## src/design/resizer_cfg_pkg.sv

```systemverilog
`default_nettype none

package resizer_cfg_pkg;

  // Settings bus register map
  localparam logic [7:0] SR_PKT_SIZE_ADDR = 8'd0;
  localparam logic [7:0] SR_DROP_ADDR     = 8'd1;

  // Bits of the drop control word
  localparam int DROP_EN_BIT = 0;
  localparam int EOB_EN_BIT  = 1;

  // Packet size register width and full packet counter width
  localparam int PKT_SIZE_W = 16;
  localparam int PKT_CNT_W  = 16;

  typedef enum logic [1:0] {
    PASS     = 2'd0,
    THROTTLE = 2'd1,
    FLUSH    = 2'd2,
    RELEASE  = 2'd3
  } drop_state_e;

  // Data words are always a whole number of bytes
  function automatic int bytes_per_word(input int width);
    return width / 8;
  endfunction

endpackage

`default_nettype wire

```

## src/design/resizer_settings.sv

```systemverilog
`default_nettype none

module resizer_settings (
  input  logic                                  clk,
  input  logic                                  i_arst_n,
  input  logic                                  i_clear,
  input  logic                                  i_set_stb,
  input  logic [7:0]                            i_set_addr,
  input  logic [31:0]                           i_set_data,
  output logic [resizer_cfg_pkg::PKT_SIZE_W-1:0] o_pkt_size,
  output logic                                  o_drop_en,
  output logic                                  o_eob_en
);

  logic wr_size;
  logic wr_drop;

  assign wr_size = i_set_stb && (i_set_addr == resizer_cfg_pkg::SR_PKT_SIZE_ADDR);
  assign wr_drop = i_set_stb && (i_set_addr == resizer_cfg_pkg::SR_DROP_ADDR);

  // A write is visible on the cycle after its strobe
  always_ff @(posedge clk or negedge i_arst_n) begin
    if (!i_arst_n) begin
      o_pkt_size <= '0;
      o_drop_en  <= 1'b0;
      o_eob_en   <= 1'b0;
    end else if (i_clear) begin
      o_pkt_size <= '0;
      o_drop_en  <= 1'b0;
      o_eob_en   <= 1'b0;
    end else begin
      if (wr_size) begin
        o_pkt_size <= i_set_data[resizer_cfg_pkg::PKT_SIZE_W-1:0];
      end
      if (wr_drop) begin
        o_drop_en <= i_set_data[resizer_cfg_pkg::DROP_EN_BIT];
        o_eob_en  <= i_set_data[resizer_cfg_pkg::EOB_EN_BIT];
      end
    end
  end

endmodule

`default_nettype wire

```

## config.mk

```make
export PLATFORM = sky130hd
export DESIGN_NAME = resizer_settings
export DESIGN_NICKNAME = d
export VERILOG_FILES = /design/src/design/resizer_cfg_pkg.sv /design/src/design/resizer_settings.sv
export SDC_FILE = /design/constraint.sdc
export NUM_CORES = 1
export LEC_CHECK = 0
export ABC_CLOCK_PERIOD_IN_PS = 1300
export BUFFER_PORTS_ARGS = -buffer_cell sky130_fd_sc_hd__clkbuf_2
export CAP_MARGIN = 20
export CORE_MARGIN = 4
export CORE_UTILIZATION = 45
export CTS_CLUSTER_DIAMETER = 40
export DETAILED_ROUTE_END_ITERATION = 7
export GPL_ROUTABILITY_DRIVEN = 0
export PLACE_DENSITY = 0.84
export SETUP_SLACK_MARGIN = 0.15
export SYNTH_ARGS = -nofsm -noshare
export SYNTH_HDL_FRONTEND = slang
export SYNTH_SLANG_ARGS = --single-unit
```

## constraint.sdc

```tcl
create_clock -name clk -period 1.3 [get_ports clk]
set_input_delay 0.065 -clock clk [delete_from_list [all_inputs] [get_ports clk]]
set_output_delay 0.065 -clock clk [all_outputs]
set_load 0.03 [all_outputs]
```

# [After elaboration in Yosys (flattened, before gate mapping)]
# Cells that the tools add are included.
[op_classes] add_sub_neg=0 mul=0 div_mod_pow=0 n_lt_le_gt_ge=0 eq_ne=1 shift=0 muxes=6 bitwise=0 n_reduce_logical=5
[op_table] cell="$mux W16" count=2
[op_table] cell="$eq A8 B1 Y1 const B" count=1
[op_table] cell="$logic_not A8 Y1" count=1
[op_table] cell="$mux W1" count=4
[op_table] cell="$reduce_bool A2 Y1" count=2
[op_table] cell="$logic_and A1 B1 Y1" count=2
[word_totals] reg_bits=18 latch_bits=0 ram_bits=0 mem_bits_ro=0 in_bits=44 output_inout_bits=18 elab_cells=15 mem_count=0

# [Longest topological paths before layout]
[logic_depth] ltp_word=4 mapped_depth=5 mapped_depth_nobuf=3

# [Worst setup path before layout]
# No wires, ideal clock.
[synth_timing] path_type="input to register" start="input i_set_addr[4]" end="register o_pkt_size[10] in the netlist's numbering" setup_time_ns=0.136 t_arrival_ns=1.145 required_ns=1.164 slack_ns=0.018 stages=5 path_buffers=2 cell_sequence="or4b_1 -> buf_2 -> buf_6 -> o31ai_2 -> a21oi_1"
[synth_between] elab_chain_cells=3
[synth_rtl] element="start: declaration" line_no="resizer_settings.sv:8" source="input logic [7:0] i_set_addr,"
[synth_rtl] element="$logic_not A8 Y1" line_no="resizer_settings.sv:18" source="assign wr_size = i_set_stb && (i_set_addr == resizer_cfg_pkg::SR_PKT_SIZE_ADDR);"
[synth_rtl] element="$logic_and A1 B1 Y1" line_no="resizer_settings.sv:18"
[synth_rtl] element="$reduce_bool A2 Y1 (no line)"
[synth_rtl] element="end signal: assignment" line_no="resizer_settings.sv:33" source="o_pkt_size <= i_set_data[resizer_cfg_pkg::PKT_SIZE_W-1:0];"
[synth_rtl] element="end: declaration" line_no="resizer_settings.sv:10" source="output logic [resizer_cfg_pkg::PKT_SIZE_W-1:0] o_pkt_size,"
# No other way between the ends.
# A chain may end at the register's enable or synchronous reset.

# [Worst setup path after layout]
[layout_timing] start="input i_set_addr[1]" end="register o_pkt_size[7] in the netlist's numbering"
# Same word-level chain as after synthesis.

==> results by group <==
Logic synthesis
  • Synth area leaders: dfrtp_1, o31ai_2, nand4b_1
  • Mapped Area: 993 um2
  • Syn_area_per_cell: 11.4 um2
  • Cells after synthesis: 87
  • Unique masters post-synth: 17
  • Post-synth top area cell: dfrtp_1
  • Synth warn: 0
  • Share of the synthesized area in the top cell type: 45.3%
  • Synth Register Bits: 18
  • Sequential area share after synthesis: 45.3%
  • Syn Nets: 131

Route
  • Wl on met1: 1060 um
  • Drc violations: 0
  • Wire length on met2: 1430 um
  • DR top layer: met4
  • Initial DRC Count: 26
  • Remaining antenna violation count after routing: 0
  • Drt total wl: 2760 um
  • Via Count: 950
  • Vias per cell: 5.79
  • Met3 WL: 200 um
  • Pre-Repair DR Iteration Count: 4
  • DR WL/cell: 16.8 um

Timing
  • Max frequency: 928 MHz
  • Final slew viol count: 0
  • Final worst clock skew: 0 ns
  • Worst hold margin: 0.00268 ns
  • Setup violations, final: 0
  • Fin crit share: 82.9%
  • RSZ-0062 raised after global routing: no
  • Tmin final: 1.08 ns
  • Worst-Margin Slew: 0.453 ns
  • Final hold vios: 0
  • Rel. slew slack: 69.8%

Clocking
  • Post-CTS Setup Bufs: 0
  • # hold bufs at CTS: 1
  • Number of gates resized after CTS: 0
  • CTS tree: yes
  • Later-pin clock latency in the skew report: 0.29 ns
  • H-tree lvl count: 1
  • Clock buffer depth: 2
  • Clock transition at path regs: 0.11 ns
  • TritonCTS buffer count: 3
  • Root Driver: clkbuf_4
  • # clock sinks: 18

Cells and area
  • Design area: 1360 um2
  • Area Growth Syn to Fin: 36.5%
  • Final net count: 182
  • Antenna fix cells: 0
  • Share of layout cells above drive strength 1: 54.7%

Placement
  • Post-DP Area: 1310 um2
  • Buffers on Ports: 45
  • Post-DP HPWL: 2060 um

Worst setup path
  • Worst EP required: 1.47 ns
  • CP max stage delay: 0.67 ns
  • CP startpoint kind: input port
  • CP max stage cell: or4_4
  • R2R Setup Slk: 0.57 ns
  • Worst Setup End Kind: register
  • CP max FO: 15
  • FF-to-FF path depth: 2
  • R2R Path Start: o_pkt_size[7]$_DFFE_PN0P_
  • Crit Path Category: input port to register
  • Arr. time, crit path: 1.25 ns
  • R2r endpoint: o_pkt_size[7]$_DFFE_PN0P_
  • CP Cell Sequence: clkbuf_2 > or4_4 > o31ai_1 > a21oi_1

Floorplanning
  • Core Region: 2020 um2
  • Chip Height: 55.0 um
  • Row count: 16
  • Die width: 55.0 um
  • Starting Density: 49.1%
  • Die area: 3020 um2
  • I/O pins: 62

Pwr
  • Clk pwr share: 33.1%
  • Sw Pwr: 0.257 mW
  • Power Dens Cells: 779 nW/um2
  • Sequential share of power: 53.1%
  • Gate power share: 13.8%
  • Pint: 0.800 mW
  • Leakage power: 0.620 nW
  • Sw frac: 24.3%
  • Overall power: 1.06 mW
  • Max VDD drop: 0.658 mV

Hold path
  • Hold Crit Class: input port to register
  • Worst Hold End: o_pkt_size[3]$_DFFE_PN0P_
  • Worst hold stages: 3
  • Min-delay src: i_set_data[3]

Run
  • Max_cap viols: 0

GRT
  • Gr ovfl total: 0
  • Vias in the first global route: 947
  • Largest net degree at the start of global routing: 23
  • Initial antenna violation count: 0
  • Overall Global Routing Usage: 20.4%
  • First-pass GRT wire length: 4320 um

Run status
  • Status: completed
[flip-flops by register name, indices dropped and copies added (netlist names)]
register / count
o_pkt_size: 16
o_drop_en: 1
o_eob_en: 1
[logic make-up (layout without fill, tap and decap cells)]
| kind of cell | Yosys count | after routing | share of synthesized area (%) |
|---|---|---|---|
| AND/OR/NAND/NOR | 26 | 26 | 22.2 |
| AO/OA/AOI/OAI | 28 | 28 | 22.7 |
| buffers and inverters | 11 | 61 | 5.79 |
| flip-flops | 18 | 18 | 45.3 |
| multiplexers | 4 | 4 | 4.03 |
[area by class of cell]
class	count	area [um2]
Fill cell	176	666
Multi-Input combinational cell	58	493
Sequential cell	18	450
Timing Repair Buffer	57	343
Clock buffer	4	36.3
Tap cell	27	33.8
[routing by layer]
metal	track usage, %	vias up
li1	-	438
met1	22.7	455
met2	34.8	49
met3	6.43	8
met4	10.1	0
met5	0	-
[cell usage in the layout, fill, tap and decap left out]
master and instances:
a21oi_1 14, buf_12 2, buf_4 9, clkbuf_2 45, clkbuf_4 3, clkbuf_8 1, dfrtp_1 18, dlygate4sd3_1 1
mux2i_1 4, nand2b_1 6, nand3_1 1, nand4b_1 14, nor3_2 1, nor4_2 1, nor4b_2 1, o31ai_1 4
o31ai_2 10, or4_4 1, or4b_4 1
[how the worst max path moves through the flow]
| stage | startpoint | end | slack [ns] | cells past startpoint |
|---|---|---|---|---|
| after CTS | i_set_addr[1] | o_pkt_size[0]$_DFFE_PN0P_ | 0.24 | 4 |
| after detailed placement | i_set_addr[1] | o_pkt_size[0]$_DFFE_PN0P_ | -0.08 | 4 |
| after global placement | i_set_addr[1] | o_pkt_size[0]$_DFFE_PN0P_ | -0.04 | 4 |
| after global routing | i_set_addr[4] | o_pkt_size[3]$_DFFE_PN0P_ | 0.20 | 5 |
| final | i_set_addr[1] | o_pkt_size[7]$_DFFE_PN0P_ | 0.22 | 4 |
| after floorplan | i_set_addr[1] | o_pkt_size[10]$_DFFE_PN0P_ | 0.04 | 5 |
[worst max-delay path, delay by kind of cell]
family,cells,cell delay (ns)
AO/OA/AOI/OAI,2,0.41
buffers and inverters,1,0.09
AND/OR/NAND/NOR,1,0.67
[power by group through the flow]
stage	sequential, mW	combinational, mW	clock, mW
after floorplan	0.573	0.0586	0
after global placement	0.572	0.137	0
after detailed placement	0.572	0.144	0
after CTS	0.561	0.146	0.355
after global routing	0.561	0.159	0.381
final	0.561	0.146	0.350
[synth_stat cells]
cell      number
nor3_2         1
clkbuf_1       5
nor4_2         1
buf_2          4
nand2b_1       6
nor4b_2        1
o31ai_2       10
a21oi_1       14
buf_4          1
buf_6          1
o31ai_1        4
nand4b_1      14
mux2i_1        4
dfrtp_1       18
nand3_1        1
or4b_1         1
or4_1          1
[per-stage QoR]
| stage | utilization, % | setup TNS [ns] | cells | setup slack [ns] |
|---|---|---|---|---|
| 6_report | 67.1 | 0 | 164 | 0.222 |
| 5_1_grt | 67.1 | 0 | 164 | 0.197 |
| 4_1_cts | 67.1 | 0 | 164 | 0.241 |
| 3_5_place_dp | 64.8 | -0.780 | 159 | -0.0801 |
| 3_3_place_gp | 64.8 | -0.251 | 159 | -0.0419 |
| 2_1_floorplan | - | 0 | 87 | 0.0368 |
(Power assumes the default switching activity.)
