`src/design/resizer_cfg_pkg.sv`:
```
`default_nettype none

package resizer_cfg_pkg;

  // Settings bus register map
  localparam logic [7:0] SR_PKT_SIZE_ADDR = 8'd0;
  localparam logic [7:0] SR_DROP_ADDR     = 8'd1;

  // Bits of the drop control word
  localparam int DROP_EN_BIT = 0;
  localparam int EOB_EN_BIT  = 1;

  // Packet size register width and full packet counter width
  localparam int PKT_SIZE_W = 16;
  localparam int PKT_CNT_W  = 16;

  typedef enum logic [1:0] {
    PASS     = 2'd0,
    THROTTLE = 2'd1,
    FLUSH    = 2'd2,
    RELEASE  = 2'd3
  } drop_state_e;

  // Data words are always a whole number of bytes
  function automatic int bytes_per_word(input int width);
    return width / 8;
  endfunction

endpackage

`default_nettype wire

```
`src/design/cvita_pkg.sv`:
```
`default_nettype none

package cvita_pkg;

  // Width of the header sideband that travels with each packet
  localparam int HDR_W = 128;

  // Field positions in the header, counted from bit 0 of the sideband
  localparam int PKT_TYPE_HI = 127;
  localparam int PKT_TYPE_LO = 126;
  localparam int EOB_BIT     = 124;

  // Packet type as seen by the data path, the EOB flag folded into the low bit
  typedef enum logic [2:0] {
    PKT_DATA     = 3'b000,
    PKT_DATA_EOB = 3'b001,
    PKT_FC       = 3'b010,
    PKT_CMD      = 3'b100,
    PKT_RESP     = 3'b110
  } pkt_type_e;

  function automatic logic hdr_eob(input logic [HDR_W-1:0] hdr);
    return hdr[EOB_BIT];
  endfunction

  function automatic logic [HDR_W-1:0] hdr_set_eob(input logic [HDR_W-1:0] hdr);
    logic [HDR_W-1:0] res;
    res          = hdr;
    res[EOB_BIT] = 1'b1;
    return res;
  endfunction

  function automatic pkt_type_e hdr_pkt_type(input logic [HDR_W-1:0] hdr);
    pkt_type_e res;
    case (hdr[PKT_TYPE_HI:PKT_TYPE_LO])
      2'b00:   res = hdr[EOB_BIT] ? PKT_DATA_EOB : PKT_DATA;
      2'b01:   res = PKT_FC;
      2'b10:   res = PKT_CMD;
      default: res = PKT_RESP;
    endcase
    return res;
  endfunction

  // Writes the type field, and the EOB bit for data packets only
  function automatic logic [HDR_W-1:0] hdr_set_type(input logic [HDR_W-1:0] hdr,
                                                    input pkt_type_e       ptype);
    logic [HDR_W-1:0] res;
    res                          = hdr;
    res[PKT_TYPE_HI:PKT_TYPE_LO] = ptype[2:1];
    res[EOB_BIT]                 = (ptype == PKT_DATA_EOB);
    return res;
  endfunction

endpackage

`default_nettype wire
```
`src/design/resizer_line_counter.sv`:
```
`default_nettype none

module resizer_line_counter #(
  parameter int WIDTH        = 32,
  parameter int MAX_PKT_SIZE = 4096
) (
  input  logic                                   clk,
  input  logic                                   i_arst_n,
  input  logic                                   i_clear,
  input  logic                                   i_beat,
  input  logic                                   i_last,
  input  logic [cvita_pkg::HDR_W-1:0]            i_tuser,
  input  logic [resizer_cfg_pkg::PKT_SIZE_W-1:0] i_pkt_size,
  input  logic                                   i_out_last_beat,
  output logic                                   o_last_int,
  output logic                                   o_full_pkt,
  output logic [resizer_cfg_pkg::PKT_CNT_W-1:0]  o_full_pkts
);

  localparam int BPW   = resizer_cfg_pkg::bytes_per_word(WIDTH);
  localparam int CNT_W = $clog2(MAX_PKT_SIZE + 1);

  logic [CNT_W-1:0] byte_cnt;
  logic             size_hit;
  logic             pkt_in;

  // The count already includes the word on the bus, so it starts at one word
  assign size_hit   = (byte_cnt >= i_pkt_size);
  assign o_last_int = size_hit || (i_last && cvita_pkg::hdr_eob(i_tuser));
  assign o_full_pkt = i_beat && size_hit;
  assign pkt_in     = i_beat && o_last_int;

  always_ff @(posedge clk or negedge i_arst_n) begin
    if (!i_arst_n) begin
      byte_cnt <= CNT_W'(BPW);
    end else if (i_clear) begin
      byte_cnt <= CNT_W'(BPW);
    end else if (i_beat) begin
      byte_cnt <= o_last_int ? CNT_W'(BPW) : byte_cnt + CNT_W'(BPW);
    end
  end

  // Packets closed on the input side whose last word is still in the FIFO
  always_ff @(posedge clk or negedge i_arst_n) begin
    if (!i_arst_n) begin
      o_full_pkts <= '0;
    end else if (i_clear) begin
      o_full_pkts <= '0;
    end else begin
      case ({pkt_in, i_out_last_beat})
        2'b10:   o_full_pkts <= o_full_pkts + 1'b1;
        2'b01:   o_full_pkts <= o_full_pkts - 1'b1;
        default: o_full_pkts <= o_full_pkts;
      endcase
    end
  end

endmodule

`default_nettype wire

```
`config.mk`:
```
export PLATFORM = sky130hd
export DESIGN_NAME = resizer_line_counter
export DESIGN_NICKNAME = d
export VERILOG_FILES = /design/src/design/resizer_cfg_pkg.sv /design/src/design/cvita_pkg.sv /design/src/design/resizer_line_counter.sv
export SDC_FILE = /design/constraint.sdc
export NUM_CORES = 1
export LEC_CHECK = 0
export BUFFER_PORTS_ARGS = -buffer_cell sky130_fd_sc_hd__buf_2
export CORE_ASPECT_RATIO = 1.5
export CORE_MARGIN = 10
export CORE_UTILIZATION = 38
export CTS_BUF_LIST = sky130_fd_sc_hd__clkbuf_4
export DETAILED_ROUTE_END_ITERATION = 8
export PLACE_DENSITY = 0.76
export SLEW_MARGIN = 5
export SYNTH_ARGS = -nofsm -noshare
export SYNTH_HDL_FRONTEND = slang
export SYNTH_SLANG_ARGS = --single-unit
```
`constraint.sdc`:
```
create_clock -name clk -period 3.9 [get_ports clk]
set_clock_uncertainty 0.15 [all_clocks]
set_input_delay 0.39 -clock clk [delete_from_list [all_inputs] [get_ports clk]]
set_output_delay 0.39 -clock clk [all_outputs]
set_load 0.05 [all_outputs]
```
# == After elaboration in Yosys (flattened, before gate mapping) ==
# Index checks and enable logic that the tools add are counted.
# totals
ff_bits,29
# op_classes
addsub,3
magnitude_cmp,1
n_eq_ne,2
muxes,5
reduce_logical,6
# ops
cell,count
$mux 13,3
$pmux 16 s2,1
$add 16x1->16 const B,1
$ge 13x16->1,1
$mux 16,1
$sub 16x1->16 const B,1
$add 13x3->13 const B,1
$logic_and 1x1->1,3
$reduce_bool 3->1,1
$eq 2x1->1 const B,1
$eq 2x2->1 const B,1
$reduce_bool 2->1,1
$logic_or 1x1->1,1

# == Logic depth before layout (Yosys ltp) ==
# logic_depth
ltp_word,6
depth_mapped,17
depth_no_buf,14

# == Worst setup path before layout ==
# No wires, ideal clock.
# synth_path
kind,input port to flip-flop
startpoint,in i_pkt_size[11] (netlist name)
endpoint,reg o_full_pkts[14] (netlist name)
setup_time_ns,0.135
t_arrival_ns,3.433
path_slack_ns,0.182
cell_stages,17
n_path_buf,3
path_cell_list,inv_1 > ha_1 > a21o_1 > a221o_1 > a32oi_4 > and3_1 > buf_6 > buf_12 > xor2_1 > ha_1 > clkbuf_1 > nor4_1 > nand2_1 > o31ai_1 > or4_1 > o2111ai_1 > o31ai_1
# synth_via
elab_chain_cells,6
word_cells_on_any_way,8
classes_between,order compare (1); eq/ne (2); mux (2); reduce/logical (3)
# synth_rtl
element,line,source
"start, declared",resizer_line_counter.sv:13,"input logic [resizer_cfg_pkg::PKT_SIZE_W-1:0] i_pkt_size,"
$ge 13x16->1 *,resizer_line_counter.sv:28,assign size_hit = (byte_cnt >= i_pkt_size);
$logic_or 1x1->1 *,resizer_line_counter.sv:29,assign o_last_int = size_hit || (i_last && cvita_pkg::hdr_eob(i_tuser));
$logic_and 1x1->1 *,resizer_line_counter.sv:31,assign pkt_in = i_beat && o_last_int;
$eq 2x1->1 / $eq 2x2->1 (equally long branches),resizer_line_counter.sv:50,"case ({pkt_in, i_out_last_beat})"
$pmux 16 s2,resizer_line_counter.sv:50,
$mux 16,resizer_line_counter.sv:47,end else if (i_clear) begin
"end signal, assigned",resizer_line_counter.sv:51,2'b10: o_full_pkts <= o_full_pkts + 1'b1;
"end signal, assigned",resizer_line_counter.sv:52,2'b01: o_full_pkts <= o_full_pkts - 1'b1;
"end signal, assigned",resizer_line_counter.sv:53,default: o_full_pkts <= o_full_pkts;
"end, declared",resizer_line_counter.sv:17,output logic [resizer_cfg_pkg::PKT_CNT_W-1:0] o_full_pkts
# Mark *: on every way between the ends. The rest lies on a longest branch, timed or not.
# A chain may end at the register's enable or synchronous reset.

# == Final worst setup path ==
# layout_path
startpoint,reg byte_cnt[11]
endpoint,reg o_full_pkts[14] (netlist name)
# layout_via
elab_chain_cells,6
word_cells_on_any_way,8
classes_between,order compare (1); eq/ne (2); mux (2); reduce/logical (3)
# layout_rtl
element,line,source
"start, declared",resizer_line_counter.sv:23,logic [CNT_W-1:0] byte_cnt;
"start signal, assigned",resizer_line_counter.sv:35,byte_cnt <= CNT_W'(BPW);
"start signal, assigned",resizer_line_counter.sv:37,byte_cnt <= CNT_W'(BPW);
"start signal, assigned",resizer_line_counter.sv:39,byte_cnt <= o_last_int ? CNT_W'(BPW) : byte_cnt + CNT_W'(BPW);
$ge 13x16->1 *,resizer_line_counter.sv:28,
$logic_or 1x1->1 *,resizer_line_counter.sv:29,
$logic_and 1x1->1 *,resizer_line_counter.sv:31,
$eq 2x1->1 / $eq 2x2->1 (equally long branches),resizer_line_counter.sv:50,
$pmux 16 s2,resizer_line_counter.sv:50,
$mux 16,resizer_line_counter.sv:47,
# Marked as above.

==> Flow_metrics.wiki <==
{| class="wikitable"
! Metric !! Value
|-
| Total CTS buffers || 3
|-
| GPL Wtd Cong || between 0.8 and 0.9
|-
| Die Width || 82.6 microns
|-
| I/O pin count || 168
|-
| Worst EP arrival || around 3.7 ns
|-
| Commonest register cell after synthesis || sky130_fd_sc_hd__dfrtp_1
|-
| DRC marker count from the first detailed-route iteration || 76
|-
| Critical Path Max Stage Delay || roughly 0.44 ns
|-
| Global-route wire length before repair || roughly 9600 microns
|-
| Slew headroom || 57.0%
|-
| Worst-case clock buffer depth || 2
|-
| Finished Core Util || between 40% and 50%
|-
| Count of final max-slew check failures || 0
|-
| M3 GR Usage || between 2 and 3%
|-
| Post-route clock period utilization || between 90% and 100%
|-
| Global route hottest layer || met2
|-
| Hold Path Cell Cnt || 3
|-
| Total half-perimeter wirelength after legalization and detailed placement || 4390 microns
|-
| Max-cap violations || 0
|-
| Die area || 0.00942 sq mm
|-
| Effective utilization at floorplan || between 30% and 40%
|-
| Peak VDD IR || about 150 uV
|-
| Post-Synth XOR/XNOR Area || 1.57%
|-
| Share of cell area taken by muxes after synthesis || under 10%
|-
| Number of global-route vias before repair || approximately 2,100
|-
| Post-DR wirelength/cell || roughly 16 microns
|-
| Area of the mapped netlist || between 0.002 and 0.0025 sq mm
|-
| Final setup TNS || 0 ns
|-
| Worst endpoint required time || about 4.0 ns
|-
| M1 GR Usage || between 10% and 20%
|-
| Kind of start point of the critical path || register
|-
| Overall Global Routing Usage || between 10% and 20%
|-
| Fraction of the mapped netlist area in simple logic gates || 28.0%
|-
| RSZ-0062 raised after global routing || false
|-
| Total nets after synthesis || 423
|-
| Largest family of logic cells by synthesized area || simple AND/OR/NAND/NOR gates
|-
| Count of synthesis-stage warnings from yosys || 0
|-
| DRT Wirelength || ~5900 microns
|-
| Maximum fanout encountered on the critical timing path || 4
|-
| Number of nets in the finished design || 459
|-
| Signed area change from the synthesized netlist to the final layout || 12.8%
|-
| Share of the yosys chip area belonging to registers || 30.3%
|-
| Sink count of the clock tree || 27
|-
| Length in cells of the worst reg-to-reg path || 13
|-
| Synth Area in Adders || 8.39%
|-
| Category of cells accounting for the largest share of critical-path delay || compound AO/OA/AOI/OAI gates
|-
| Power Total || approximately 0.0009 W
|-
| Antenna violations before repair || 0
|-
| Fin Hold WS || about 0.35 ns
|-
| TritonCTS clock tree || built
|-
| Largest net degree at the start of global routing || 30
|-
| Number of nets still failing antenna checks after routing || 0
|-
| Number of different library cells in the post-synthesis netlist || 58
|-
| First-pass iteration count of the detailed router || 5
|-
| Clock Root Buffer || sky130_fd_sc_hd__clkbuf_4
|-
| Worst-path clk slew || approximately 0.16 ns
|-
| Fillers || approximately 590
|-
| Total buffers and inverters traversed by the critical path || 0
|-
| Mean number of vias per cell || 5.80
|-
| Port Buffer Count || 40
|-
| Post-synthesis sequential element count || 27
|-
| Transition time at the pin with the least slew margin || approximately 0.65 ns
|-
| Worst path slowest cell || sky130_fd_sc_hd__dfrtp_1
|-
| Max frequency || roughly 280 MHz
|-
| Fraction of final layout cells with drive strength greater than 1 || about 22%
|-
| N_diodes || 0
|-
| Final number of setup-violating endpoints || 0
|-
| Fraction of the mapped netlist area in compound gates || 20.1%
|-
| Number of placement rows || 34
|-
| Maximum level of the CTS H-tree || 1
|-
| Mapped Cells || roughly 260
|-
| Outcome || finished, final reports clean
|-
| Die Span Y || 114 microns
|-
| Overflow left after global routing || 0
|-
| Standby leakage power || roughly 1.2 nW
|-
| Class of the tightest hold or removal check || in2reg
|-
| Cell Pwr Density || between 300 and 400 mW/mm^2
|-
| Async set-reset flop share out of synthesis || between 90% and 100%
|-
| Syn Area/Cell || between 8 and 9 sq um
|-
| Crit. path cell count || 13
|-
| Core Box Area || roughly 0.0057 sq mm
|-
| Clock latency of the later-clocked register in the worst-skew pair || ~0.33 ns
|-
| Routing usage on met2 || between 20% and 30%
|-
| Worst setup path class || reg2reg
|-
| Hold Violations, Final || 0
|-
| Final critical-path required period || 3.60 ns
|-
| Kind of capture point of the worst setup path || register
|-
| Count of flip-flops with a built-in enable after synthesis || 0
|-
| Routed vias || 2,118
|-
| Cells along the critical path || ha_1 -> a21o_1 -> a221o_1 -> a32oi_4 -> and3_1 -> xor2_1 -> ha_1 -> nor4_2 -> nand2_1 -> o31ai_1 -> or4_1 -> o2111ai_1 -> o31ai_1
|-
| Post-detailed-route DRC marker count || 0
|}
timing repair:
item	CTS	global route
hold buffers	1	0
buffers inserted	0	0
endpoints found under the setup margin	0	1
gates resized for setup	0	1
hold endpoints to repair	26	0
flip-flops by register name, summed over array words and instances, names as in the netlist:
signal       flops
byte_cnt        11
o_full_pkts     16
power by group:
part           leakage, nW  internal (W)  switching [W]
Combinational        0.839      0.000147       0.000248
Sequential           0.363      0.000318      0.0000659
Clock               0.0184     0.0000470      0.0000876
Total                 1.22      0.000512       0.000401
synth_stat cells, types with 2 or more instances:
master	n	area, sq um
sky130_fd_sc_hd__mux2_4	2	30.0
sky130_fd_sc_hd__o21a_1	4	30.0
sky130_fd_sc_hd__a21oi_1	17	85.1
sky130_fd_sc_hd__or4_1	3	22.5
sky130_fd_sc_hd__dfrtp_1	26	651
sky130_fd_sc_hd__mux2_1	2	22.5
sky130_fd_sc_hd__nand4_1	3	18.8
sky130_fd_sc_hd__a32o_1	2	20.0
sky130_fd_sc_hd__clkbuf_1	10	37.5
sky130_fd_sc_hd__nand3_1	7	35.0
sky130_fd_sc_hd__o211ai_1	2	15.0
sky130_fd_sc_hd__a22o_1	3	26.3
sky130_fd_sc_hd__nor2b_1	9	56.3
sky130_fd_sc_hd__xnor2_1	2	17.5
sky130_fd_sc_hd__inv_1	14	52.6
sky130_fd_sc_hd__xor2_1	2	17.5
sky130_fd_sc_hd__nor4_1	5	31.3
sky130_fd_sc_hd__nor3_1	15	75.1
sky130_fd_sc_hd__or3b_1	2	17.5
sky130_fd_sc_hd__nand3b_1	4	30.0
sky130_fd_sc_hd__o31ai_1	2	15.0
sky130_fd_sc_hd__and3_1	10	62.6
sky130_fd_sc_hd__o21ai_0	4	20.0
sky130_fd_sc_hd__a2111oi_0	2	17.5
sky130_fd_sc_hd__ha_1	15	188
sky130_fd_sc_hd__and2_1	3	18.8
sky130_fd_sc_hd__a31oi_1	8	50.1
sky130_fd_sc_hd__mux2_2	5	56.3
sky130_fd_sc_hd__nand2_1	11	41.3
sky130_fd_sc_hd__nand2b_1	7	43.8
sky130_fd_sc_hd__a32oi_1	4	35.0
sky130_fd_sc_hd__nand4b_1	2	17.5
sky130_fd_sc_hd__nor2_1	22	82.6
sky130_fd_sc_hd__a22oi_1	2	15.0
sky130_fd_sc_hd__a41oi_1	2	17.5
sky130_fd_sc_hd__buf_6	2	22.5
sky130_fd_sc_hd__a21o_1	2	15.0
cells by family after synthesis:
family	Yosys count
fa+ha+maj	15
mux	10
compound gates	62
xor+xnor	4
buf+inv	29
simple gates	111
flops	27
path summary, 6_finish.rpt:
kind	start	end	slack, ns
max reg2reg	byte_cnt[11]	o_full_pkts[14]	0.30
max	byte_cnt[11]	o_full_pkts[14]	0.30
max in group asynchronous	i_arst_n	o_full_pkts[4]	2.76
min in group asynchronous	i_arst_n	o_full_pkts[3]	0.45
min	i_out_last_beat	o_full_pkts[13]	0.35
min reg2reg	byte_cnt[11]	byte_cnt[11]	0.38
through the flow:
| step | std cells | area, sq um | worst slack, ns |
|---|---|---|---|
| finish | 365 | 2520 | 0.297 |
| global route | 365 | 2520 | 0.0493 |
| CTS | 365 | 2510 | 0.213 |
| detailed placement | 360 | 2470 | 0.156 |
| global placement | 360 | 2470 | 0.178 |
| floorplan | 258 | 2240 | 0.182 |
placed cells by master, fill, tap and decap left out, types with 4 or more instances in the layout:
master,instances
sky130_fd_sc_hd__nand2b_1,7
sky130_fd_sc_hd__a32oi_1,4
sky130_fd_sc_hd__nor2_1,22
sky130_fd_sc_hd__buf_4,5
sky130_fd_sc_hd__mux2_2,5
sky130_fd_sc_hd__nand3_1,7
sky130_fd_sc_hd__a31oi_1,8
sky130_fd_sc_hd__o21a_1,4
sky130_fd_sc_hd__clkbuf_4,4
sky130_fd_sc_hd__and3_1,10
sky130_fd_sc_hd__nand2_1,11
sky130_fd_sc_hd__ha_1,15
sky130_fd_sc_hd__inv_1,14
sky130_fd_sc_hd__dfrtp_1,26
sky130_fd_sc_hd__o21ai_0,4
sky130_fd_sc_hd__nor4_1,4
sky130_fd_sc_hd__buf_2,40
sky130_fd_sc_hd__nor3_1,15
sky130_fd_sc_hd__nor2b_1,9
sky130_fd_sc_hd__nand3b_1,4
sky130_fd_sc_hd__a21oi_1,17
area by class of cell:
type                       instances  area [sq um]  share of cell area [%]
clock buffer                       4          30.0                    1.19
sequential                        27           677                    26.8
inverter                          14          52.6                    2.08
timing repair buffer              46           248                    9.83
multi-input combinational        202          1420                    56.5
tap                               72          90.1                    3.57
metal layers:
metal	vias to the layer above	wire [microns]
li1	1034	-
met1	1001	2350
met2	79	2910
met3	4	556
met4	0	29
met5	-	0
worst reg2reg max path, delay by kind of cell, from the launching register on:
kind | cells | cell delay [ns]
adder cells (fa/ha/maj) | 2 | 0.52
XOR/XNOR | 1 | 0.09
flip-flops | 1 | 0.44
AO/OA/AOI/OAI | 6 | 1.51
AND/OR/NAND/NOR | 4 | 0.80
No activity file was read; power rests on OpenSTA's default activity.
