[config.mk]
export PLATFORM = sky130hd
export DESIGN_NAME = resizer_output_stage
export DESIGN_NICKNAME = d
export VERILOG_FILES = /design/src/design/cvita_pkg.sv /design/src/design/resizer_output_stage.sv
export SDC_FILE = /design/constraint.sdc
export NUM_CORES = 1
export LEC_CHECK = 0
export BUFFER_PORTS_ARGS = -buffer_cell sky130_fd_sc_hd__buf_2
export CAP_MARGIN = 40
export CORE_MARGIN = 1
export CORE_UTILIZATION = 55
export CTS_CLUSTER_DIAMETER = 30
export DETAILED_ROUTE_END_ITERATION = 7
export PLACE_DENSITY = 0.85
export SLEW_MARGIN = 20
export SYNTH_ARGS = -nofsm -noshare
export SYNTH_HDL_FRONTEND = slang
export SYNTH_SLANG_ARGS = --single-unit
[constraint.sdc]
create_clock -name clk -period 13.1 [get_ports clk]
set_clock_uncertainty 0.05 [all_clocks]
set_input_delay 1.965 -clock clk [delete_from_list [all_inputs] [get_ports clk]]
set_output_delay 1.965 -clock clk [all_outputs]
set_load 0.02 [all_outputs]
[src/design/cvita_pkg.sv]
`default_nettype none

package cvita_pkg;

  // Width of the header sideband that travels with each packet
  localparam int HDR_W = 128;

  // Field positions in the header, counted from bit 0 of the sideband
  localparam int PKT_TYPE_HI = 127;
  localparam int PKT_TYPE_LO = 126;
  localparam int EOB_BIT     = 124;

  // Packet type as seen by the data path, the EOB flag folded into the low bit
  typedef enum logic [2:0] {
    PKT_DATA     = 3'b000,
    PKT_DATA_EOB = 3'b001,
    PKT_FC       = 3'b010,
    PKT_CMD      = 3'b100,
    PKT_RESP     = 3'b110
  } pkt_type_e;

  function automatic logic hdr_eob(input logic [HDR_W-1:0] hdr);
    return hdr[EOB_BIT];
  endfunction

  function automatic logic [HDR_W-1:0] hdr_set_eob(input logic [HDR_W-1:0] hdr);
    logic [HDR_W-1:0] res;
    res          = hdr;
    res[EOB_BIT] = 1'b1;
    return res;
  endfunction

  function automatic pkt_type_e hdr_pkt_type(input logic [HDR_W-1:0] hdr);
    pkt_type_e res;
    case (hdr[PKT_TYPE_HI:PKT_TYPE_LO])
      2'b00:   res = hdr[EOB_BIT] ? PKT_DATA_EOB : PKT_DATA;
      2'b01:   res = PKT_FC;
      2'b10:   res = PKT_CMD;
      default: res = PKT_RESP;
    endcase
    return res;
  endfunction

  // Writes the type field, and the EOB bit for data packets only
  function automatic logic [HDR_W-1:0] hdr_set_type(input logic [HDR_W-1:0] hdr,
                                                    input pkt_type_e       ptype);
    logic [HDR_W-1:0] res;
    res                          = hdr;
    res[PKT_TYPE_HI:PKT_TYPE_LO] = ptype[2:1];
    res[EOB_BIT]                 = (ptype == PKT_DATA_EOB);
    return res;
  endfunction

endpackage

`default_nettype wire
[src/design/resizer_output_stage.sv]
`default_nettype none

module resizer_output_stage #(
  parameter int WIDTH = 32
) (
  input  logic                        clk,
  input  logic                        i_arst_n,
  input  logic                        i_clear,
  input  logic [WIDTH-1:0]            i_data,
  input  logic                        i_last,
  input  logic                        i_valid,
  input  logic [cvita_pkg::HDR_W-1:0] i_tuser_in,
  input  logic                        i_hdr_capture,
  input  logic                        i_hold_ok,
  input  logic                        i_eob_mark,
  input  logic                        i_ready_out,
  output logic                        o_ready,
  output logic [WIDTH-1:0]            o_tdata,
  output logic                        o_tlast,
  output logic [cvita_pkg::HDR_W-1:0] o_tuser,
  output logic                        o_tvalid
);

  logic                        out_valid;
  logic                        hold;
  logic                        load;
  logic                        out_fire;
  logic                        out_end;
  logic                        eob_flag;
  logic [cvita_pkg::HDR_W-1:0] hdr_mem [2];
  logic                        hdr_wr;
  logic                        hdr_rd;

  // A last word waits here until the next packet is complete or a drop marks EOB
  assign hold     = i_hold_ok && o_tlast && !eob_flag;
  assign o_tvalid = out_valid && !hold;
  assign o_ready  = !out_valid || (i_ready_out && !hold);
  assign load     = i_valid && o_ready;
  assign out_fire = o_tvalid && i_ready_out;
  assign out_end  = out_fire && o_tlast;

  always_ff @(posedge clk) begin
    if (load) begin
      o_tdata <= i_data;
    end
  end

  always_ff @(posedge clk) begin
    if (i_hdr_capture) begin
      hdr_mem[hdr_wr] <= i_tuser_in;
    end
  end

  always_ff @(posedge clk or negedge i_arst_n) begin
    if (!i_arst_n) begin
      out_valid <= 1'b0;
      o_tlast   <= 1'b0;
      eob_flag  <= 1'b0;
      hdr_wr    <= 1'b0;
      hdr_rd    <= 1'b0;
    end else if (i_clear) begin
      out_valid <= 1'b0;
      o_tlast   <= 1'b0;
      eob_flag  <= 1'b0;
      hdr_wr    <= 1'b0;
      hdr_rd    <= 1'b0;
    end else begin
      if (load) begin
        out_valid <= 1'b1;
        o_tlast   <= i_last;
      end else if (out_fire) begin
        out_valid <= 1'b0;
      end
      // EOB only goes on a last word that is actually waiting here
      if (out_end) begin
        eob_flag <= 1'b0;
      end else if (i_eob_mark && out_valid && o_tlast) begin
        eob_flag <= 1'b1;
      end
      if (i_hdr_capture) begin
        hdr_wr <= ~hdr_wr;
      end
      if (out_end) begin
        hdr_rd <= ~hdr_rd;
      end
    end
  end

  assign o_tuser = eob_flag ? cvita_pkg::hdr_set_eob(hdr_mem[hdr_rd]) : hdr_mem[hdr_rd];

endmodule

`default_nettype wire

After elaboration in Yosys (flattened, before gate mapping)
Memories as Yosys holds them, arrays and structs flattened.
Cells that the tools add are included.
Cells by class
  add/sub/neg operators: 0
  $mul: 0
  div/mod/pow operators: 0
  order comparisons: 0
  equality and inequality tests: 0
  shift-type cells: 0
  mux-type cells: 15
  bitwise gates (word level): 2
  reduce and logical (&&, ||, !) cells: 18
Operators with widths (count)
  125-bit 2-to-1 mux: 1
  1-bit 2-to-1 mux: 14
  1-bit logical AND: 9
  2-bit nonzero test: 3
  3-bit nonzero test: 2
  1-bit zero test: 3
  1-bit NOT: 2
  1-bit logical OR: 1
Word-level totals
  bits in registers: 37
  latch bits: 0
  bits in writable memories: 256
  bits in read-only memories: 0
  bits of input ports: 169
  output and inout bits: 163
  word-level logic and storage cells: 42
  memories kept: 1
Memories
  hdr_mem: words 2, bits a word 128, read ports 1, clocked after Yosys merged registers in 0, wr ports 1, RTL line resizer_output_stage.sv:30  | logic [cvita_pkg::HDR_W-1:0] hdr_mem [2];

Longest topological paths before layout
Gate-level depths: netlist of the first run.
  depth after elaboration: 8
  gate-level depth with buffers: 5
  gate-level depth less buffers: 3

Least setup slack after synthesis of the first run
Ideal clock, no wire load.
  path kind: input to register
  start point: in i_hdr_capture
  end point: mem hdr_mem[0][0] (netlist bit), enable pin
  setup time: 0.632 ns
  arrival: 7.513 ns
  data required time: 12.418 ns
  slack: 4.905 ns
  stages: 1
  path buffers: 0
  path through: nor2b_1
On the way
  cells in the longest elaborated chain, start to end: 2
Ends and longest elaborated chain
  start: declaration: RTL line resizer_output_stage.sv:13  | input logic i_hdr_capture,
  1-bit 2-to-1 mux: RTL line resizer_output_stage.sv:49  | if (i_hdr_capture) begin
  1-bit 2-to-1 mux (not written as such): RTL line resizer_output_stage.sv:50  | hdr_mem[hdr_wr] <= i_tuser_in;
  end: declaration: RTL line resizer_output_stage.sv:30
No other way between the ends.

Final worst setup path of the first run
  start point: in i_hold_ok
  end point: out o_ready
On the way
  cells in the longest elaborated chain, start to end: 5
Ends and longest elaborated chain
  start: declaration: RTL line resizer_output_stage.sv:14  | input logic i_hold_ok,
  1-bit logical AND (2 in a row): RTL line resizer_output_stage.sv:35  | assign hold = i_hold_ok && o_tlast && !eob_flag;
  1-bit zero test: RTL line resizer_output_stage.sv:37  | assign o_ready = !out_valid || (i_ready_out && !hold);
  1-bit logical AND: RTL line resizer_output_stage.sv:37
  1-bit logical OR: RTL line resizer_output_stage.sv:37
  end: declaration: RTL line resizer_output_stage.sv:17  | output logic o_ready,
No other way between the ends.

==> reports/qor.csv, run 1 <==
metric,value,unit
H-tree depth,2,
Reg2Reg Depth,3,
Core Region,0.0187,sq mm
Worst Setup SP,i_hold_ok,
final-report hold violation count,0,
Worst-Skew Late Latency,0.53,ns
number of post-CTS setup repair buffers,0,
top post-synthesis cells by area,"edfxtp_1 (82%), mux2_2 (14%), dfrtp_1 (1.2%)",
Worst EP arrival,2.54,ns
CP top delay family,simple AND/OR/NAND/NOR gates,
startpoint class of the critical path,input port,
DR pass1 iterations,5,
R2R setup slack,10.79,ns
Max Cap Viol,0,
worst path cell trace,buf_2 > nand3b_1 > nand2_1 > nand2_1 > buf_2,
FF-to-FF End,hdr_mem[1][95],
GRT overflow,0,
"Seq/Total Area, Yosys",0.835,
"critical path fanouts, max",3,
Final Setup Violations,0,
Static Leak,5.42,nW
placed instance area,0.0125,sq mm
Bufs on Longest Clock Path,3,
Final ANT Viol Nets,0,
"Min Clock Period, post-route",4.56,ns
Final Max Tran Viols,0,
number of hold buffers added after cts,0,
DRC Markers,0,
first-pass GRT wire length,31.9,mm
Rows,50,
Post-CTS Resized,0,
Initial Util,0.562,
critical path endpoint category,output pin,
pin count of the biggest net entering global routing,52,
Slew HR,0.554,
io pins,332,
Num CTS Buffers,47,
most area-hungry cell type in the Yosys netlist,edfxtp_1,
Die Span Y,140,microns
half-perimeter wire length after placement,13.7,mm
Total Wirelength,21.5,mm
Hold Path Class,reg -> reg,
Die ar.,0.0197,sq mm
"Design Area, Final",0.0141,sq mm
worst hold stages,2,
Peak VDD IR,0.000137,V
CP max stage delay,0.16,ns
layout cells sized above 1,0.627,
synth warn,0,
Worst Path Required,11.09,ns
DRT iter0 DRCs,271,
"commonest non-fill, non-tap cell in the layout",buf_2,
Buf/Inv on CP,2,
Global Route Usage Sum,0.217,
root buf cell,clkbuf_16,
Synth cell types,20,
RD Place Congestion,0.738,
CTS sink cnt,293,
post-synth top area share,0.823,
via/cell ratio,5.14,
number of global-route vias before repair,6088,
Port Buf Inserts,331,
most frequent cells in the layout,"buf_2 (331), edfxtp_1 (288), mux2_2 (128)",
Worst Setup EP,o_ready,
Synth Register Bits,293,
RSZ-0062 raised after global routing,false,
Die Span X,140,microns
Mapped Area,0.0105,sq mm
CTS tree,built,
Worst-path clk slew,0.05,ns
f_max,0.219,GHz
Cells after Synth,463,
Avg WL per Cell,19.4,microns
post-synth net total,632,
synth-to-layout area growth,34.3,%
syn_area_per_cell,22.7,sq um
Worst Max-Slew Pin Slew,0.668,ns
Nets,1006,
Crit Path Class,in -> out,
part of the cycle the worst path needs,0.348,
initial antenna violation count,3,
RR Startpoint,hdr_wr,
vias,5706,
status,completed,
setup TNS,0,ns
power per cell area,178,mW/mm^2
Crit. path cell count,5,
"slowest stage cell, crit path",nand2_1,
[state kept, by name, indices dropped and copies added, names as in the netlist]
| name | cells |
|---|---|
| o_tdata | 32 |
| hdr_mem | 256 |
| out_valid | 1 |
| o_tlast | 1 |
| hdr_wr | 1 |
| eob_flag | 1 |
| hdr_rd | 1 |
[report_power, final]
| part | internal [W] | switching, W | leakage (nW) |
|---|---|---|---|
| Sequential | 0.00110 | 0.0000137 | 2.78 |
| Clock | 0.000788 | 0.000434 | 0.737 |
| Combinational | 0.0000687 | 0.000113 | 1.91 |
| Total | 0.00195 | 0.000561 | 5.42 |
[cell usage after synthesis]
cell type / n
inv_1: 2
a31oi_1: 2
mux2_2: 128
dfrtp_1: 5
a21o_1: 1
a211o_1: 1
nor2b_1: 4
buf_6: 10
o21ai_0: 1
nor3_1: 2
o21bai_1: 1
nand2_1: 4
a21oi_1: 1
and2_1: 2
buf_2: 5
edfxtp_1: 288
nor2_1: 3
nand3b_1: 1
a311oi_1: 1
xnor2_1: 1
[logic make-up after synthesis]
family          share of synthesized area
flops                               0.835
mux                                 0.137
buf+inv                            0.0138
simple gates                      0.00774
compound gates                    0.00524
xor+xnor                         0.000834
[metal layers]
metal	up-vias	GRT usage	part of all wire
li1	2625	-	-
met1	2756	0.219	0.34
met2	275	0.396	0.53
met3	48	0.0875	0.10
met4	2	0.0914	0.028
met5	-	0	0.00042
[worst min-delay path by stage]
stage,slack [ns],from,endpoint
floorplan,0.47,hdr_wr,hdr_wr
global placement,0.54,hdr_wr,hdr_wr
detailed placement,0.57,hdr_wr,hdr_wr
CTS,0.58,hdr_wr,hdr_wr
global route,0.62,o_tlast,o_tlast
finish,0.58,hdr_wr,hdr_wr
[area by class of cell]
class	count	area (sq um)
Tap cell	234	293
Inverter	2	7.51
Sequential cell	293	8780
Fill cell	1032	4600
Antenna cell	2	5.00
Timing Repair Buffer	340	1810
Clock buffer	54	1200
Clock inverter	33	404
Multi-Input combinational cell	153	1610
[worst min-delay path: stages (launching register included)]
cell and delay, ns:
dfrtp_1 0.42, xnor2_1 0.09, nor2_1 0.08
[stage by stage]
stage,power [W],cells,hold slack [ns],worst slack (ns),util
floorplan,0.00123,463,0.466,4.90,-
global placement,0.00130,1017,0.541,8.57,0.661
detailed placement,0.00131,1022,0.572,8.55,0.668
CTS,0.00253,1109,0.585,8.54,0.754
global route,0.00259,1110,0.620,8.47,0.754
finish,0.00251,1111,0.582,8.54,0.754
Note: power is estimated with default switching activity, not from simulation.
==> inputs of run 2 (changes only) <==
- ABC_AREA: unset -> 1
- CORE_UTILIZATION: 55 -> 46
- PLACE_DENSITY: 0.85 -> 0.76
- clock period: 13.1 -> 3.7 ns (I/O delays scaled with it)
==> run 2 against run 1 <==
Effect of this change: power rose to 3.8 times the previous value; sequential share of layout area down 0.68 points; synthesized cell count up 59%; synthesized area up 0.71%; first-iteration DRC count up 91%; critical path type is now reg -> out; highest routed layer unchanged; utilization down 12 points; global-route usage down 1.5 points.
==> reports/qor.csv, run 2 <==
metric,value,unit,change
H-tree depth,2,,unchanged
number of post-CTS setup repair buffers,0,,unchanged
Worst-Skew Late Latency,0.54,ns,about the same
Avg WL per Cell,17.0,microns,-12%
Total Wirelength,24.4,mm,+13%
Static Leak,6.21,nW,+15%
fill cell count,1666,,+61%
Hold Path Class,in -> reg,,
most area-hungry cell type in the Yosys netlist,edfxtp_1,,
Cells after Synth,734,,+59%
f_max,0.331,GHz,
Synth Register Bits,293,,unchanged
CTS sink cnt,293,,unchanged
"critical path fanouts, max",41,,+38
"count leader, synth",nand2_1,,
Global Route Usage Sum,0.202,,-0.0152
CTS tree,built,,
Synth async-reset ratio,0.0171,,unchanged
Mapped Area,0.0106,sq mm,+0.71%
Worst Max-Slew Pin Slew,0.720,ns,+0.0514 ns
Final Setup Violations,0,,unchanged
number of global-route vias before repair,6798,,+12%
Final ANT Viol Nets,0,,unchanged
CP max stage delay,0.67,ns,+0.51 ns
Worst EP arrival,2.42,ns,-0.12 ns
power per cell area,669,mW/mm^2,+280%
biggest regs,"hdr_mem: 256 flops, o_tdata: 32 flops",,
Die Span X,154,microns,+9.6%
Core Region,0.0226,sq mm,+21%
Slew HR,0.520,,-0.0343
worst path cell trace,inv_4 > buf_4 > nand2_1 > nand2_1 > buf_2,,
io pins,332,,unchanged
R2R setup slack,1.85,ns,-8.94 ns
DRC Markers,0,,unchanged
initial antenna violation count,7,,+4
Peak VDD IR,0.000413,V,+200%
Post-synth EDFFs,288,,unchanged
DR pass1 iterations,5,,unchanged
first-pass GRT wire length,36.2,mm,+14%
Num CTS Buffers,53,,+13%
critical path endpoint category,output pin,,
post-synth net total,903,,+43%
"slowest stage cell, crit path",dfrtp_4,,
post-synth top area share,0.817,,-0.00584
status,completed,,
Initial Util,0.469,,-0.0929
Die ar.,0.0236,sq mm,+20%
DRT iter0 DRCs,517,,+91%
Max Cap Viol,0,,unchanged
pin count of the biggest net entering global routing,129,,+150%
Worst path most repeated cell,nand2_1,,
max reg flops,256,,unchanged
Port Buf Inserts,331,,unchanged
Die Span Y,154,microns,+9.6%
Bufs on Longest Clock Path,3,,unchanged
Worst Path Required,3.09,ns,-8.00 ns
RD Place Congestion,0.876,,+19%
Power Total,0.00954,W,+280%
final-report hold violation count,0,,unchanged
syn_area_per_cell,14.4,sq um,-36%
Post-synth top cells,"nand2_1 (391), edfxtp_1 (288), buf_6 (15)",,
setup TNS,0,ns,unchanged
synth warn,0,,unchanged
Final Max Tran Viols,0,,unchanged
Buf/Inv on CP,3,,+1
Worst-path clk slew,0.05,ns,about the same
"Most flops, register",hdr_mem,,
CP top delay family,buffers and inverters,,
Post-synth top flop,edfxtp_1,,
via/cell ratio,4.77,,-7.1%
vias,6826,,+20%
startpoint class of the critical path,register,,
Nets,1271,,+26%
synth-to-layout area growth,34.8,%,
half-perimeter wire length after placement,16.2,mm,+18%
Rows,55,,+10%
Crit Path Class,reg -> out,,
root buf cell,clkbuf_16,,
"Min Clock Period, post-route",3.02,ns,
"Seq/Total Area, Yosys",0.829,,-0.00593
RSZ-0062 raised after global routing,false,,
"commonest non-fill, non-tap cell in the layout",nand2_1,,
GRT overflow,0,,unchanged
top post-synthesis cells by area,"edfxtp_1 (82%), nand2_1 (14%), buf_6 (1.6%)",,
Synth cell types,15,,-25%
most frequent cells in the layout,"nand2_1 (391), buf_2 (331), edfxtp_1 (288)",,
part of the cycle the worst path needs,0.817,,
layout cells sized above 1,0.374,,-0.254
==> run 2: worst paths after layout <==
check	start	endpoint	cells past startpoint
worst max-delay path	hdr_rd	o_tuser[95]	5
max in group asynchronous	i_arst_n	hdr_rd	2
worst max register to register	hdr_wr	hdr_mem[1][49]	4
worst min-delay path	i_data[7]	o_tdata[7]	1
min in group asynchronous	i_arst_n	o_tlast	2
worst min register to register	eob_flag	eob_flag	2
==> run 2: kinds of logic (layout without fill, tap and decap cells) <==
logic type      count (synthesis)  after routing  share of synthesized area
compound gates                  3              3                    0.00142
buf+inv                        36            445                     0.0254
flops                         293            293                      0.829
other cells                     0              3                          0
simple gates                  402            402                      0.144
==> run 2: layer usage <==
layer / up-vias / global-route usage / wire [microns]
li1: 3262 / - / -
met1: 3166 / 0.228 / 8910
met2: 349 / 0.353 / 12500
met3: 45 / 0.0713 / 2410
met4: 4 / 0.0743 / 576
met5: - / 0 / 27
==> run 2: what timing repair did <==
| item | CTS | global route |
|---|---|---|
| hold buffers | 1 | 0 |
| endpoints found under the setup margin | 0 | 0 |
| resized for setup | 0 | 0 |
| hold endpoints to repair | 5 | 0 |
==> run 2: report_power, final <==
part / total [W] / internal [W] / switching [W] / leakage [nW]
sequential: 0.00392 / 0.00386 / 0.0000624 / 2.78
clock: 0.00462 / 0.00305 / 0.00157 / 0.840
combinational: 0.000997 / 0.000302 / 0.000695 / 2.59
total: 0.00954 / 0.00721 / 0.00233 / 6.21
==> run 2: area by class of cell <==
class	count	area, sq um	area share
antenna	3	7.51	0.000526
clock buffer	59	1350	0.0946
clock inverter	37	398	0.0279
inverter	7	33.8	0.00237
multi-input combinational	405	1550	0.108
sequential	293	8780	0.615
tap	285	357	0.0250
timing repair buffer	342	1790	0.126
==> run 2: per-stage QoR <==
stage,setup slack [ns],instance area [sq um],cells,hold slack [ns],utilization
6_report,0.676,14300,1431,0.135,0.632
5_1_grt,0.504,14300,1430,0.110,0.632
4_1_cts,0.626,14200,1427,0.110,0.630
3_5_place_dp,1.20,12500,1330,0.328,0.552
3_3_place_gp,1.22,12500,1329,0.331,0.552
2_1_floorplan,0.0857,10600,734,0.209,-
